--- config.mk ---
export PLATFORM = sky130hd
export DESIGN_NAME = chip_select
export DESIGN_NICKNAME = d
export VERILOG_FILES = /design/src/hdl/chip_select_pkg.sv /design/src/hdl/chip_select.sv /design/src/hdl/m68k_decoder.sv /design/src/hdl/z80_decoder.sv
export SDC_FILE = /design/constraint.sdc
export NUM_CORES = 1
export LEC_CHECK = 0
export ABC_AREA = 1
export CORE_ASPECT_RATIO = 1.1
export CORE_MARGIN = 3
export CORE_UTILIZATION = 30
export CTS_BUF_LIST = sky130_fd_sc_hd__clkbuf_8
export DETAILED_ROUTE_END_ITERATION = 7
export DONT_BUFFER_PORTS = 1
export PLACE_DENSITY = 0.48
export SLEW_MARGIN = 10
export SYNTH_ARGS = -nofsm -noshare
export SYNTH_HDL_FRONTEND = slang
export SYNTH_HIERARCHICAL = 1
export SYNTH_SLANG_ARGS = --single-unit
--- constraint.sdc ---
create_clock -name clk_sys -period 1.1 [get_ports clk_sys]
set_input_delay 0.165 -clock clk_sys [delete_from_list [all_inputs] [get_ports clk_sys]]
set_output_delay 0.165 -clock clk_sys [all_outputs]
set_load 0.005 [all_outputs]
--- src/hdl/chip_select_pkg.sv ---
// board codes, bus widths, z80 split points and port numbers, z80 address union
`default_nettype none

package chip_select_pkg;

    // bus widths
    localparam int m68k_addr_w = 24;
    localparam int z80_addr_w  = 16;
    localparam int pcb_w       = 4;

    // board codes, the gaps are boards this decoder does not map
    localparam logic [pcb_w-1:0] pcb_terraf   = 4'd0;
    localparam logic [pcb_w-1:0] pcb_armedf   = 4'd2;
    localparam logic [pcb_w-1:0] pcb_bigfghtr = 4'd3;
    localparam logic [pcb_w-1:0] pcb_legion   = 4'd5;

    // z80 rom/ram split points
    localparam logic [z80_addr_w-1:0] z80_ram_base_hi = 16'hf800; // terraf, armedf, bigfghtr
    localparam logic [z80_addr_w-1:0] z80_ram_base_lo = 16'hc000; // legion

    // z80 i/o port numbers, matched on the low address byte
    localparam logic [7:0] z80_port_sound0    = 8'h00; // ym3812 address
    localparam logic [7:0] z80_port_sound1    = 8'h01; // ym3812 data
    localparam logic [7:0] z80_port_dac1      = 8'h02;
    localparam logic [7:0] z80_port_dac2      = 8'h03;
    localparam logic [7:0] z80_port_latch_clr = 8'h04;
    localparam logic [7:0] z80_port_latch_r   = 8'h06;

    // select counts
    localparam int m68k_sel_n = 22;
    localparam int z80_io_n   = 6;

    // i/o cycles put the port on the low byte, the high byte is don't care
    typedef struct packed {
        logic [7:0] page;
        logic [7:0] port;
    } z80_io_addr_t;

    // one z80 address word, seen as a memory address or as page plus port
    typedef union packed {
        logic [z80_addr_w-1:0] mem;
        z80_io_addr_t          io;
    } z80_addr_u;

endpackage : chip_select_pkg

`default_nettype wire

--- src/hdl/chip_select.sv ---
// chip select top level joining the 68000 and z80 decoders
`default_nettype none

module chip_select (
    input  logic                                  clk_sys,
    input  logic                                  rst_n,
    input  logic [chip_select_pkg::pcb_w-1:0]       pcb,
    input  logic [chip_select_pkg::m68k_addr_w-1:0] m68k_a,
    input  logic                                  m68k_as_n,
    input  logic [chip_select_pkg::z80_addr_w-1:0]  z80_addr,
    input  logic                                  mreq_n,
    input  logic                                  iorq_n,
    // 68000 selects
    output logic                                  m68k_rom_cs,
    output logic                                  m68k_ram_cs,
    output logic                                  m68k_tile_pal_cs,
    output logic                                  m68k_txt_ram_cs,
    output logic                                  m68k_ram_2_cs,
    output logic                                  m68k_ram_3_cs,
    output logic                                  m68k_spr_cs,
    output logic                                  m68k_spr_pal_cs,
    output logic                                  m68k_fg_ram_cs,
    output logic                                  m68k_bg_ram_cs,
    output logic                                  input_p1_cs,
    output logic                                  input_p2_cs,
    output logic                                  input_dsw1_cs,
    output logic                                  input_dsw2_cs,
    output logic                                  irq_z80_cs,
    output logic                                  bg_scroll_x_cs,
    output logic                                  bg_scroll_y_cs,
    output logic                                  fg_scroll_x_cs,
    output logic                                  fg_scroll_y_cs,
    output logic                                  sound_latch_cs,
    output logic                                  irq_ack_cs,
    output logic                                  irq_i8751_cs,
    // z80 selects
    output logic                                  z80_rom_cs,
    output logic                                  z80_ram_cs,
    output logic                                  z80_sound0_cs,
    output logic                                  z80_sound1_cs,
    output logic                                  z80_dac1_cs,
    output logic                                  z80_dac2_cs,
    output logic                                  z80_latch_clr_cs,
    output logic                                  z80_latch_r_cs
);

    // main cpu map, port names match the top level one to one
    m68k_decoder u_m68k (
        .*
    );

    // sound cpu map
    z80_decoder u_z80 (
        .*
    );

endmodule : chip_select

`default_nettype wire

--- src/hdl/m68k_decoder.sv ---
// 68000 memory map decoder for terraf, armedf, bigfghtr and legion with registered selects
`default_nettype none

module m68k_decoder (
    input  logic                                  clk_sys,
    input  logic                                  rst_n,
    input  logic [chip_select_pkg::pcb_w-1:0]       pcb,
    input  logic [chip_select_pkg::m68k_addr_w-1:0] m68k_a,
    input  logic                                  m68k_as_n,
    output logic                                  m68k_rom_cs,
    output logic                                  m68k_ram_cs,
    output logic                                  m68k_tile_pal_cs,
    output logic                                  m68k_txt_ram_cs,
    output logic                                  m68k_ram_2_cs,
    output logic                                  m68k_ram_3_cs,
    output logic                                  m68k_spr_cs,
    output logic                                  m68k_spr_pal_cs,
    output logic                                  m68k_fg_ram_cs,
    output logic                                  m68k_bg_ram_cs,
    output logic                                  input_p1_cs,
    output logic                                  input_p2_cs,
    output logic                                  input_dsw1_cs,
    output logic                                  input_dsw2_cs,
    output logic                                  irq_z80_cs,
    output logic                                  bg_scroll_x_cs,
    output logic                                  bg_scroll_y_cs,
    output logic                                  fg_scroll_x_cs,
    output logic                                  fg_scroll_y_cs,
    output logic                                  sound_latch_cs,
    output logic                                  irq_ack_cs,
    output logic                                  irq_i8751_cs
);

    import chip_select_pkg::*;

    // terraf map, armedf shares rom, spr, ram and txt_ram with it
    localparam logic [m68k_addr_w-1:0]
        rom_lo         = 24'h000000,
        tf_rom_hi      = 24'h05ffff,
        tf_spr_lo      = 24'h060000,
        tf_spr_hi      = 24'h0603ff,
        tf_ram_lo      = 24'h060400,
        tf_ram_hi      = 24'h063fff,
        tf_tile_pal_lo = 24'h064000,
        tf_tile_pal_hi = 24'h064fff,
        tf_txt_lo      = 24'h068000,
        tf_txt_hi      = 24'h069fff,
        tf_ram_2_lo    = 24'h06a000,
        tf_ram_2_hi    = 24'h06afff,
        tf_spr_pal_lo  = 24'h06c000,
        tf_spr_pal_hi  = 24'h06cfff,
        tf_fg_lo       = 24'h070000,
        tf_fg_hi       = 24'h070fff,
        tf_bg_lo       = 24'h074000,
        tf_bg_hi       = 24'h074fff,
        tf_in_base     = 24'h078000,
        tf_ctl_base    = 24'h07c000;

    // legion differs from terraf in the low map and swaps ram_2 for ram_3
    localparam logic [m68k_addr_w-1:0]
        lg_rom_hi      = 24'h03ffff,
        lg_spr_hi      = 24'h060fff,
        lg_ram_lo      = 24'h061000,
        lg_ram_3_lo    = 24'h06a000,
        lg_ram_3_hi    = 24'h06a9ff;

    // armedf upper map, bigfghtr runs the same layout one shift higher
    localparam logic [m68k_addr_w-1:0]
        af_ram_2_lo    = 24'h064000,
        af_ram_2_hi    = 24'h065fff,
        af_bg_lo       = 24'h066000,
        af_bg_hi       = 24'h066fff,
        af_fg_lo       = 24'h067000,
        af_fg_hi       = 24'h067fff,
        af_tile_pal_lo = 24'h06a000,
        af_tile_pal_hi = 24'h06afff,
        af_spr_pal_lo  = 24'h06b000,
        af_spr_pal_hi  = 24'h06bfff,
        af_in_base     = 24'h06c000,
        af_ram_3_lo    = 24'h06c008,
        af_ram_3_hi    = 24'h06c7ff,
        af_ctl_base    = 24'h06d000,
        bf_shift       = 24'h020000,
        bf_rom_hi      = 24'h07ffff,
        bf_spr_lo      = 24'h080000,
        bf_spr_hi      = 24'h0805ff,
        bf_ram_lo      = 24'h080600,
        bf_ram_hi      = 24'h083fff,
        bf_i8751       = 24'h400000;

    logic rom_d, ram_d, tile_pal_d, txt_ram_d, ram_2_d, ram_3_d;
    logic spr_d, spr_pal_d, fg_ram_d, bg_ram_d;
    logic p1_d, p2_d, dsw1_d, dsw2_d;
    logic irq_z80_d, bg_x_d, bg_y_d, fg_x_d, fg_y_d, latch_d, ack_d, i8751_d;

    logic                   board_ok;
    logic                   legion;
    logic                   big;
    logic                   has_fg;
    logic [m68k_addr_w-1:0] shift;
    logic [m68k_addr_w-1:0] in_base;
    logic [m68k_addr_w-1:0] ctl_base;

    logic [m68k_sel_n-1:0]  sel_d;
    logic [m68k_sel_n-1:0]  sel_q;

    function automatic logic in_rng(input logic [m68k_addr_w-1:0] a,
                                    input logic [m68k_addr_w-1:0] lo,
                                    input logic [m68k_addr_w-1:0] hi);
        return (a >= lo) && (a <= hi);
    endfunction

    // word wide register at an even address
    function automatic logic in_reg(input logic [m68k_addr_w-1:0] a,
                                    input logic [m68k_addr_w-1:0] lo);
        return in_rng(a, lo, lo + 24'd1);
    endfunction

    always_comb begin
        {rom_d, ram_d, tile_pal_d, txt_ram_d, ram_2_d, ram_3_d, spr_d, spr_pal_d,
         fg_ram_d, bg_ram_d, p1_d, p2_d, dsw1_d, dsw2_d, irq_z80_d, bg_x_d, bg_y_d,
         fg_x_d, fg_y_d, latch_d, ack_d, i8751_d} = '0;
        board_ok = 1'b0;
        legion   = 1'b0;
        big      = 1'b0;
        has_fg   = 1'b0;
        shift    = '0;
        in_base  = '0;
        ctl_base = '0;

        if (!m68k_as_n) begin
            case (pcb)
                pcb_terraf, pcb_legion: begin
                    board_ok   = 1'b1;
                    legion     = (pcb == pcb_legion);
                    in_base    = tf_in_base;
                    ctl_base   = tf_ctl_base;
                    rom_d      = in_rng(m68k_a, rom_lo, legion ? lg_rom_hi : tf_rom_hi);
                    spr_d      = in_rng(m68k_a, tf_spr_lo, legion ? lg_spr_hi : tf_spr_hi);
                    ram_d      = in_rng(m68k_a, legion ? lg_ram_lo : tf_ram_lo, tf_ram_hi);
                    tile_pal_d = in_rng(m68k_a, tf_tile_pal_lo, tf_tile_pal_hi);
                    txt_ram_d  = in_rng(m68k_a, tf_txt_lo, tf_txt_hi);
                    ram_2_d    = !legion && in_rng(m68k_a, tf_ram_2_lo, tf_ram_2_hi);
                    ram_3_d    = legion && in_rng(m68k_a, lg_ram_3_lo, lg_ram_3_hi);
                    spr_pal_d  = in_rng(m68k_a, tf_spr_pal_lo, tf_spr_pal_hi);
                    fg_ram_d   = in_rng(m68k_a, tf_fg_lo, tf_fg_hi);
                    bg_ram_d   = in_rng(m68k_a, tf_bg_lo, tf_bg_hi);
                end
                pcb_armedf, pcb_bigfghtr: begin
                    board_ok   = 1'b1;
                    has_fg     = 1'b1;
                    big        = (pcb == pcb_bigfghtr);
                    shift      = big ? bf_shift : '0;
                    in_base    = af_in_base + shift;
                    ctl_base   = af_ctl_base + shift;
                    rom_d      = in_rng(m68k_a, rom_lo, big ? bf_rom_hi : tf_rom_hi);
                    spr_d      = in_rng(m68k_a, big ? bf_spr_lo : tf_spr_lo,
                                        big ? bf_spr_hi : tf_spr_hi);
                    ram_d      = in_rng(m68k_a, big ? bf_ram_lo : tf_ram_lo,
                                        big ? bf_ram_hi : tf_ram_hi);
                    ram_2_d    = in_rng(m68k_a, af_ram_2_lo + shift, af_ram_2_hi + shift);
                    bg_ram_d   = in_rng(m68k_a, af_bg_lo + shift, af_bg_hi + shift);
                    fg_ram_d   = in_rng(m68k_a, af_fg_lo + shift, af_fg_hi + shift);
                    txt_ram_d  = in_rng(m68k_a, tf_txt_lo + shift, tf_txt_hi + shift);
                    tile_pal_d = in_rng(m68k_a, af_tile_pal_lo + shift, af_tile_pal_hi + shift);
                    spr_pal_d  = in_rng(m68k_a, af_spr_pal_lo + shift, af_spr_pal_hi + shift);
                    ram_3_d    = !big && in_rng(m68k_a, af_ram_3_lo, af_ram_3_hi);
                    i8751_d    = big && in_reg(m68k_a, bf_i8751); // mcu interrupt
                end
                default: ; // unmapped board, nothing selected
            endcase
        end

        // short registers sit at the same offsets on every board
        if (board_ok) begin
            p1_d      = in_reg(m68k_a, in_base);
            p2_d      = in_reg(m68k_a, in_base + 24'h2);
            dsw1_d    = in_reg(m68k_a, in_base + 24'h4);
            dsw2_d    = in_reg(m68k_a, in_base + 24'h6);
            irq_z80_d = in_reg(m68k_a, ctl_base);
            bg_x_d    = in_reg(m68k_a, ctl_base + 24'h2);
            bg_y_d    = in_reg(m68k_a, ctl_base + 24'h4);
            fg_x_d    = has_fg && in_reg(m68k_a, ctl_base + 24'h6);
            fg_y_d    = has_fg && in_reg(m68k_a, ctl_base + 24'h8);
            latch_d   = in_reg(m68k_a, ctl_base + 24'ha); // sound latch write
            ack_d     = in_reg(m68k_a, ctl_base + 24'he);
        end
    end

    assign sel_d = {rom_d, ram_d, tile_pal_d, txt_ram_d, ram_2_d, ram_3_d, spr_d, spr_pal_d,
                    fg_ram_d, bg_ram_d, p1_d, p2_d, dsw1_d, dsw2_d, irq_z80_d, bg_x_d, bg_y_d,
                    fg_x_d, fg_y_d, latch_d, ack_d, i8751_d};

    always_ff @(posedge clk_sys or negedge rst_n) begin
        if (!rst_n) begin
            sel_q <= '0;
        end else begin
            sel_q <= sel_d; // one cycle decode latency
        end
    end

    assign {m68k_rom_cs, m68k_ram_cs, m68k_tile_pal_cs, m68k_txt_ram_cs, m68k_ram_2_cs,
            m68k_ram_3_cs, m68k_spr_cs, m68k_spr_pal_cs, m68k_fg_ram_cs, m68k_bg_ram_cs,
            input_p1_cs, input_p2_cs, input_dsw1_cs, input_dsw2_cs, irq_z80_cs,
            bg_scroll_x_cs, bg_scroll_y_cs, fg_scroll_x_cs, fg_scroll_y_cs,
            sound_latch_cs, irq_ack_cs, irq_i8751_cs} = sel_q;

    // regions of a board never overlap
    a_m68k_onehot: assert property (@(posedge clk_sys) disable iff (!rst_n)
        $onehot0(sel_q));

    // an idle bus cycle leaves every select low on the next cycle
    a_m68k_idle: assert property (@(posedge clk_sys) disable iff (!rst_n)
        $past(m68k_as_n) |-> (sel_q == '0));

endmodule : m68k_decoder

`default_nettype wire

--- src/hdl/z80_decoder.sv ---
// z80 rom/ram split and i/o port decoder with registered selects
`default_nettype none

module z80_decoder (
    input  logic                                 clk_sys,
    input  logic                                 rst_n,
    input  logic [chip_select_pkg::pcb_w-1:0]      pcb,
    input  logic [chip_select_pkg::z80_addr_w-1:0] z80_addr,
    input  logic                                 mreq_n,
    input  logic                                 iorq_n,
    output logic                                 z80_rom_cs,
    output logic                                 z80_ram_cs,
    output logic                                 z80_sound0_cs,
    output logic                                 z80_sound1_cs,
    output logic                                 z80_dac1_cs,
    output logic                                 z80_dac2_cs,
    output logic                                 z80_latch_clr_cs,
    output logic                                 z80_latch_r_cs
);

    import chip_select_pkg::*;

    z80_addr_u             addr;
    logic [z80_addr_w-1:0] split;
    logic                  board_ok;
    logic                  mem_cyc;
    logic                  io_cyc;
    logic [z80_io_n+1:0]   sel_d; // {rom, ram, ports}
    logic [z80_io_n+1:0]   sel_q;

    assign addr = z80_addr;

    always_comb begin
        board_ok = 1'b1;
        case (pcb)
            pcb_legion: split = z80_ram_base_lo;
            pcb_terraf, pcb_armedf, pcb_bigfghtr: split = z80_ram_base_hi;
            default: begin
                split    = z80_ram_base_hi;
                board_ok = 1'b0; // unmapped board
            end
        endcase
    end

    assign mem_cyc = board_ok && !mreq_n;
    assign io_cyc  = board_ok && !iorq_n;

    assign sel_d[z80_io_n+1] = mem_cyc && (addr.mem <  split);
    assign sel_d[z80_io_n]   = mem_cyc && (addr.mem >= split);
    // page byte ignored, only the port byte is decoded
    assign sel_d[0] = io_cyc && (addr.io.port == z80_port_sound0);
    assign sel_d[1] = io_cyc && (addr.io.port == z80_port_sound1);
    assign sel_d[2] = io_cyc && (addr.io.port == z80_port_dac1);
    assign sel_d[3] = io_cyc && (addr.io.port == z80_port_dac2);
    assign sel_d[4] = io_cyc && (addr.io.port == z80_port_latch_clr);
    assign sel_d[5] = io_cyc && (addr.io.port == z80_port_latch_r);

    always_ff @(posedge clk_sys or negedge rst_n) begin
        if (!rst_n) begin
            sel_q <= '0;
        end else begin
            sel_q <= sel_d;
        end
    end

    assign {z80_rom_cs, z80_ram_cs, z80_latch_r_cs, z80_latch_clr_cs, z80_dac2_cs,
            z80_dac1_cs, z80_sound1_cs, z80_sound0_cs} = sel_q;

    a_z80_mem_excl: assert property (@(posedge clk_sys) disable iff (!rst_n)
        !(z80_rom_cs && z80_ram_cs));

    a_z80_io_onehot: assert property (@(posedge clk_sys) disable iff (!rst_n)
        $onehot0(sel_q[z80_io_n-1:0]));

endmodule : z80_decoder

`default_nettype wire

### After elaboration in Yosys (flattened, before gate mapping)

Index checks and enable logic that the tools add are counted.

| storage, ports and cells | value |
|---|---|
| logic and storage cells | 216 |
| register bits after elaboration | 30 |

| cells by class | value |
|---|---|
| magnitude comparators | 64 |
| $add $sub $neg | 34 |
| reductions and logical operators | 57 |
| equal/unequal tests | 8 |
| muxes and demuxes | 51 |

Operators with widths:

| operator | number |
|---|---|
| $le 24x24->1 | 22 |
| $ge 24x24->1 | 20 |
| $add 19x24->24 const A | 14 |
| $add 24x1->24 const B | 11 |
| $le 24x19->1 const B | 9 |
| $ge 24x19->1 const B | 8 |
| $add 24x3->24 const B | 4 |
| $pmux 24 s2 | 2 |
| $mux 20 | 4 |
| $add 24x4->24 const B | 3 |
| $add 24x2->24 const B | 2 |
| $logic_and 1x1->1 | 48 |
| $mux 24 | 2 |
| $mux 18 | 2 |
| $mux 1 | 27 |
| $ge 24x1->1 const B | 1 |
| $ge 24x23->1 const B | 1 |
| $le 24x23->1 const B | 1 |
| $pmux 1 s2 | 10 |
| $mux 19 | 1 |
| $eq 8x2->1 const B | 2 |
| $eq 8x3->1 const B | 2 |
| $ge 16x16->1 | 1 |
| $lt 16x16->1 | 1 |
| 11 further kinds | 16 |

### Logic depth before layout (Yosys ltp)

| depth | value |
|---|---|
| word-level depth | 11 |
| mapped depth | 18 |
| mapped depth without buffers | 17 |

### Hierarchy

Netlist, hierarchy kept.

Modules (own cells, without submodules):

| module | area an instance (um^2) | instances | cells each |
|---|---|---|---|
| m68k_decoder | 2849.0 | 1 | 482 |
| z80_decoder | 485.5 | 1 | 63 |

### Least setup slack after synthesis

Ideal clock, no wire load.

| timing path | value |
|---|---|
| kind | input-to-reg |
| start | input port pcb[3] in the netlist's numbering |
| end | register u_m68k.sel_q[18] |
| setup time | 0.128 ns |
| data required time | 0.972 ns |
| buffers on the path | 0 |
| arrival | 2.043 ns |
| stages | 13 |
| setup slack | -1.071 ns |
| cells stage by stage | nor2_1 -> inv_1 -> nor3_1 -> inv_1 -> ha_1 -> inv_1 -> nand2_1 -> nor2_1 -> nand2_2 -> o21ai_0 -> nand2_1 -> nand3_1 -> o21ai_0 |

| on the way | value |
|---|---|
| longest elaborated chain between the ends | 7 |
| elaborated cells on any way between the ends | 14 |
| those cells by class | add/sub: 2; order compare: 2; eq/ne: 3; mux: 3; reduce/logical: 4 |

RTL lines:

| what | RTL line | RTL |
|---|---|---|
| start, declared | chip_select.sv:7 | `input logic [chip_select_pkg::pcb_w-1:0] pcb,` |
| $eq 4x2->1 | m68k_decoder.sv:132, m68k_decoder.sv:152 |  |
| $mux 18 | m68k_decoder.sv:153 | `shift = big ? bf_shift : '0;` |
| $add 19x24->24 | m68k_decoder.sv:164 | `txt_ram_d = in_rng(m68k_a, tf_txt_lo + shift, tf_txt_hi + shift);` |
| $ge 24x24->1 or $le 24x24->1 (tied branches) | m68k_decoder.sv:110 | `return (a >= lo) && (a <= hi);` |
| $logic_and 1x1->1 | m68k_decoder.sv:110 |  |
| $pmux 1 s2 * | m68k_decoder.sv:132 | `case (pcb)` |
| $mux 1 * | m68k_decoder.sv:131 | `if (!m68k_as_n) begin` |
| net u_m68k.txt_ram_d | m68k_decoder.sv:91 | `logic rom_d, ram_d, tile_pal_d, txt_ram_d, ram_2_d, ram_3_d;` |
| end signal, assigned | m68k_decoder.sv:198 | `sel_q <= sel_d;` |
| end, declared | m68k_decoder.sv:105 | `logic [m68k_sel_n-1:0] sel_q;` |

The timed path passes the listed nets; every way through them passes the cells marked *.

### Worst setup path in the final report

| timing path | value |
|---|---|
| start | input port pcb[2] in the netlist's numbering |
| end | register u_m68k.sel_q[17] |

| on the way | value |
|---|---|
| longest elaborated chain between the ends | 7 |
| elaborated cells on any way between the ends | 16 |
| those cells by class | add/sub: 2; order compare: 2; eq/ne: 3; mux: 3; reduce/logical: 6 |

RTL lines:

| what | RTL line | RTL |
|---|---|---|
| $eq 4x2->1 | m68k_decoder.sv:132, m68k_decoder.sv:152 |  |
| $mux 18 | m68k_decoder.sv:153 |  |
| $add 19x24->24 | m68k_decoder.sv:161 | `ram_2_d = in_rng(m68k_a, af_ram_2_lo + shift, af_ram_2_hi + shift);` |
| $ge 24x24->1 or $le 24x24->1 (tied branches) | m68k_decoder.sv:110 |  |
| $logic_and 1x1->1 | m68k_decoder.sv:110 |  |
| $pmux 1 s2 * | m68k_decoder.sv:132 |  |
| $mux 1 * | m68k_decoder.sv:131 |  |
| net u_m68k.ram_2_d | m68k_decoder.sv:91 |  |

Marks and branches as above.

==> impl_metrics.py <==
metrics = {
    "run_status": {
        "run_status": "complete, but fails checks",
        "violations_in_the_final_reports": "setup timing",
    },
    "yosys": {
        "synth_largest_type_area_fraction_pct": 22.5,
        "muxShareOfSynthArea_pct": 0,
        "syn_avg_cell_area_um2": 6.12,
        "syn_nets": 621,
        "synth.distinct_cells": 32,
        "postSynthRegisterBits": 30,
        "simple_gate_portion_of_the_synthesized_area_pct": 46.4,
        "mappedNetlistArea_um2": 3330,
        "post_synth_xor_area_fraction_pct": 0,
        "synth-adder-area-share_pct": 10.1,
        "synth.yosys.warnings": 6,
        "synth_compound_area_share_pct": 9.94,
        "synthCells": 545,
        "yosys-top-cells-area": "sky130_fd_sc_hd__dfrtp_1 23%, sky130_fd_sc_hd__nand2_1 14%, sky130_fd_sc_hd__nor2_1 12%",
        "main_combinational_cell_family_by_area_after_synthesis": "simple AND/OR/NAND/NOR gates",
        "largest_area_contributor_in_the_netlist": "sky130_fd_sc_hd__dfrtp_1",
        "synth.yosys.seq_area_share_pct": 22.5,
    },
    "place": {
        "place_inst": 766,
        "gp_routability_congestion": 0.901,
        "detailedPlacementHpwl_um": 9500,
        "place.port_buffers": 0,
    },
    "global_routing": {
        "antenna_found_initial": 0,
        "globalRouteOverflowTotal": 0,
        "number_of_global_route_vias_before_repair": 3938,
        "grt_pass1_wl_um": 20000,
        "global_router_s_overall_resource_usage_pct": 20.4,
        "pin_count_of_the_biggest_net_entering_global_routing": 31,
    },
    "worst_setup_path": {
        "worst-setup-path-type": "primary input to flip-flop",
        "cp.required_ns": 1.34,
        "setup.worst_path.end_class": "flip-flop",
        "cp_data_arrival_time_ns": 1.96,
        "timing.critical_path.from_type": "primary input",
        "worstPathMaxFanout": 4,
    },
    "drt": {
        "post_drt_via_cell_ratio": 4.85,
        "totalWireLength_um": 12600,
        "detail_route.drc_violations": 0,
        "wl_met1_um": 5450,
        "top_layer": "met4",
        "detailroute.wirelength.met3_um": 661,
        "drtAntennaViolNets": 0,
        "routed-wl-met2_um": 6190,
        "wl_per_cell_um": 15.7,
        "num_vias": 3872,
        "dr.first_iter.drc_count": 162,
        "drt_pre_antenna_iters": 4,
    },
    "final_layout": {
        "layout_common_cells": "99 x sky130_fd_sc_hd__nor2_1, 97 x sky130_fd_sc_hd__nand2_1, 91 x sky130_fd_sc_hd__buf_4",
        "layoutNonFillerInstCount": 798,
        "fill_cells": 1154,
        "antenna_cells": 0,
        "multi_input_comb_area_um2": 2650,
        "sequential_cell_area_um2": 751,
        "area_growth_pct": 46.3,
        "layout-drive-gt1-share_pct": 34.7,
        "num-nets-final": 730,
        "core_util_final_pct": 45.9,
        "layout.cells.most_common": "sky130_fd_sc_hd__nor2_1",
    },
    "floorplanning": {
        "die_height_um": 117,
        "dieArea_um2": 12400,
        "design.portCount": 79,
        "initial_core_util_pct": 31.3,
        "floorplan.die.width_um": 107,
        "placeableCoreArea_um2": 10600,
        "rows": 39,
    },
    "clocking": {
        "clock_sinks": 30,
        "tritoncts_clock_tree": "yes",
        "htree_depth": 2,
        "cts_buffer_depth": 2,
        "ctsRootBufferMaster": "sky130_fd_sc_hd__clkbuf_8",
        "path_clk_slew_ns": 0.08,
        "tritoncts.num_buffers": 5,
    },
    "timing": {
        "period_minus_slack_ns": 1.72,
        "fin_worst_hold_slack_ns": 0.0220,
        "hold_violations": 0,
        "setup_ws_ns": -0.619,
        "rsz0062_at_grt": "yes",
        "maxSlewViolCount": 0,
        "fmax_mhz": 582,
        "setup_violations": 20,
        "worst_pin_slew_ns": 0.387,
        "setup-tns-final_ns": -10.91,
        "min_period_over_period_pct": 156,
        "slew_headroom_pct": 74.2,
    },
    "flow_run": {
        "cap_violations": 0,
    },
    "hold_path": {
        "hp-class": "primary input to flip-flop",
    },
    "pwr": {
        "static-leakage-power_uw": 0.00245,
        "finalPower_uw": 3130,
        "peakVddDrop_v": 0.000533,
        "pwr_density_cell_nw_per_um2": 642,
    },
}
==> report_power, final <==
part / total, uW / switching (uW) / internal, uW
combinational: 883 / 485 / 398
sequential: 1110 / 2.30 / 1110
clock: 1140 / 472 / 667
total: 3130 / 959 / 2170
==> critical path, cell delays in order <==
cell and delay, ns:
sky130_fd_sc_hd__nor2_4 0.15, sky130_fd_sc_hd__nand3_2 0.14, sky130_fd_sc_hd__buf_4 0.15, sky130_fd_sc_hd__buf_4 0.12
sky130_fd_sc_hd__buf_4 0.12, sky130_fd_sc_hd__buf_4 0.12, sky130_fd_sc_hd__buf_4 0.12, sky130_fd_sc_hd__buf_4 0.13
sky130_fd_sc_hd__buf_4 0.12, sky130_fd_sc_hd__buf_4 0.12, sky130_fd_sc_hd__buf_4 0.12, sky130_fd_sc_hd__buf_4 0.12
sky130_fd_sc_hd__inv_1 0.05, sky130_fd_sc_hd__nand3_2 0.08, sky130_fd_sc_hd__a21oi_2 0.12
==> per-stage QoR <==
| stage | area, um2 | setup WS (ns) |
|---|---|---|
| after global placement | 4250 | -0.936 |
| after global routing | 4880 | -0.717 |
| after CTS | 4690 | -0.540 |
| after floorplan | 3480 | -0.790 |
| after detailed placement | 4250 | -0.942 |
| final | 4880 | -0.619 |
==> cell usage after synthesis (all sizes together) <==
| library cell | instances |
|---|---|
| dfrtp | 30 |
| nand4 | 13 |
| o21ai | 34 |
| nand3 | 51 |
| a21o | 2 |
| ha | 27 |
| inv | 82 |
| o2111ai | 2 |
| nand3b | 2 |
| and3 | 1 |
| clkinv | 2 |
| buf | 5 |
| nor3 | 23 |
| a21oi | 13 |
| o21a | 2 |
| nor2 | 120 |
| o211ai | 2 |
| o21bai | 3 |
| nand2 | 131 |
==> path summary, 6_finish.rpt <==
check,startpoint,cells past startpoint,to,slack [ns]
worst max-delay path,pcb[2],15,u_m68k/sel_q[17],-0.62
worst min-delay path,z80_addr[1],2,u_z80/sel_q[2],0.02
max in group asynchronous,rst_n,2,u_m68k/sel_q[5],0.56
min in group asynchronous,rst_n,2,u_m68k/sel_q[14],0.36
==> final cells by class <==
class	count	area share [%]
Multi-Input combinational cell	428	54.4
Timing Repair Buffer	103	17.1
Sequential cell	30	15.4
Inverter	84	7.03
Tap cell	143	3.67
Clock buffer	5	1.41
Clock inverter	3	0.821
Timing Repair inverter	2	0.282
==> repair_timing <==
item / 4_1_cts / 5_1_grt
gates resized for setup: 43 / 43
endpoints found under the hold margin: 32 / 0
hold buffers: 4 / 0
pin swaps: 31 / 32
setup buffers: 13 / 4
endpoints found under the setup margin: 20 / 21
cloned: 3 / 1
==> per-layer routing <==
metal	up-vias	global-route usage, %
met3	17	3.76
met1	1790	25.3
li1	1969	-
met5	-	0
met4	0	7.42
met2	96	35.6
==> logic make-up (layout without fill, tap and decap cells) <==
logic type               Yosys count  in the layout
AND/OR/NAND/NOR                  341            343
flip-flops                        30             30
AO/OA/AOI/OAI                     58             58
adder cells (fa/ha/maj)           27             27
buffers and inverters             89            197
==> state kept, by name (all words and copies together) (netlist names) <==
| register | count |
|---|---|
| u_m68k/sel_q | 22 |
| u_z80/sel_q | 8 |
Power figures use the tool's default switching activity.
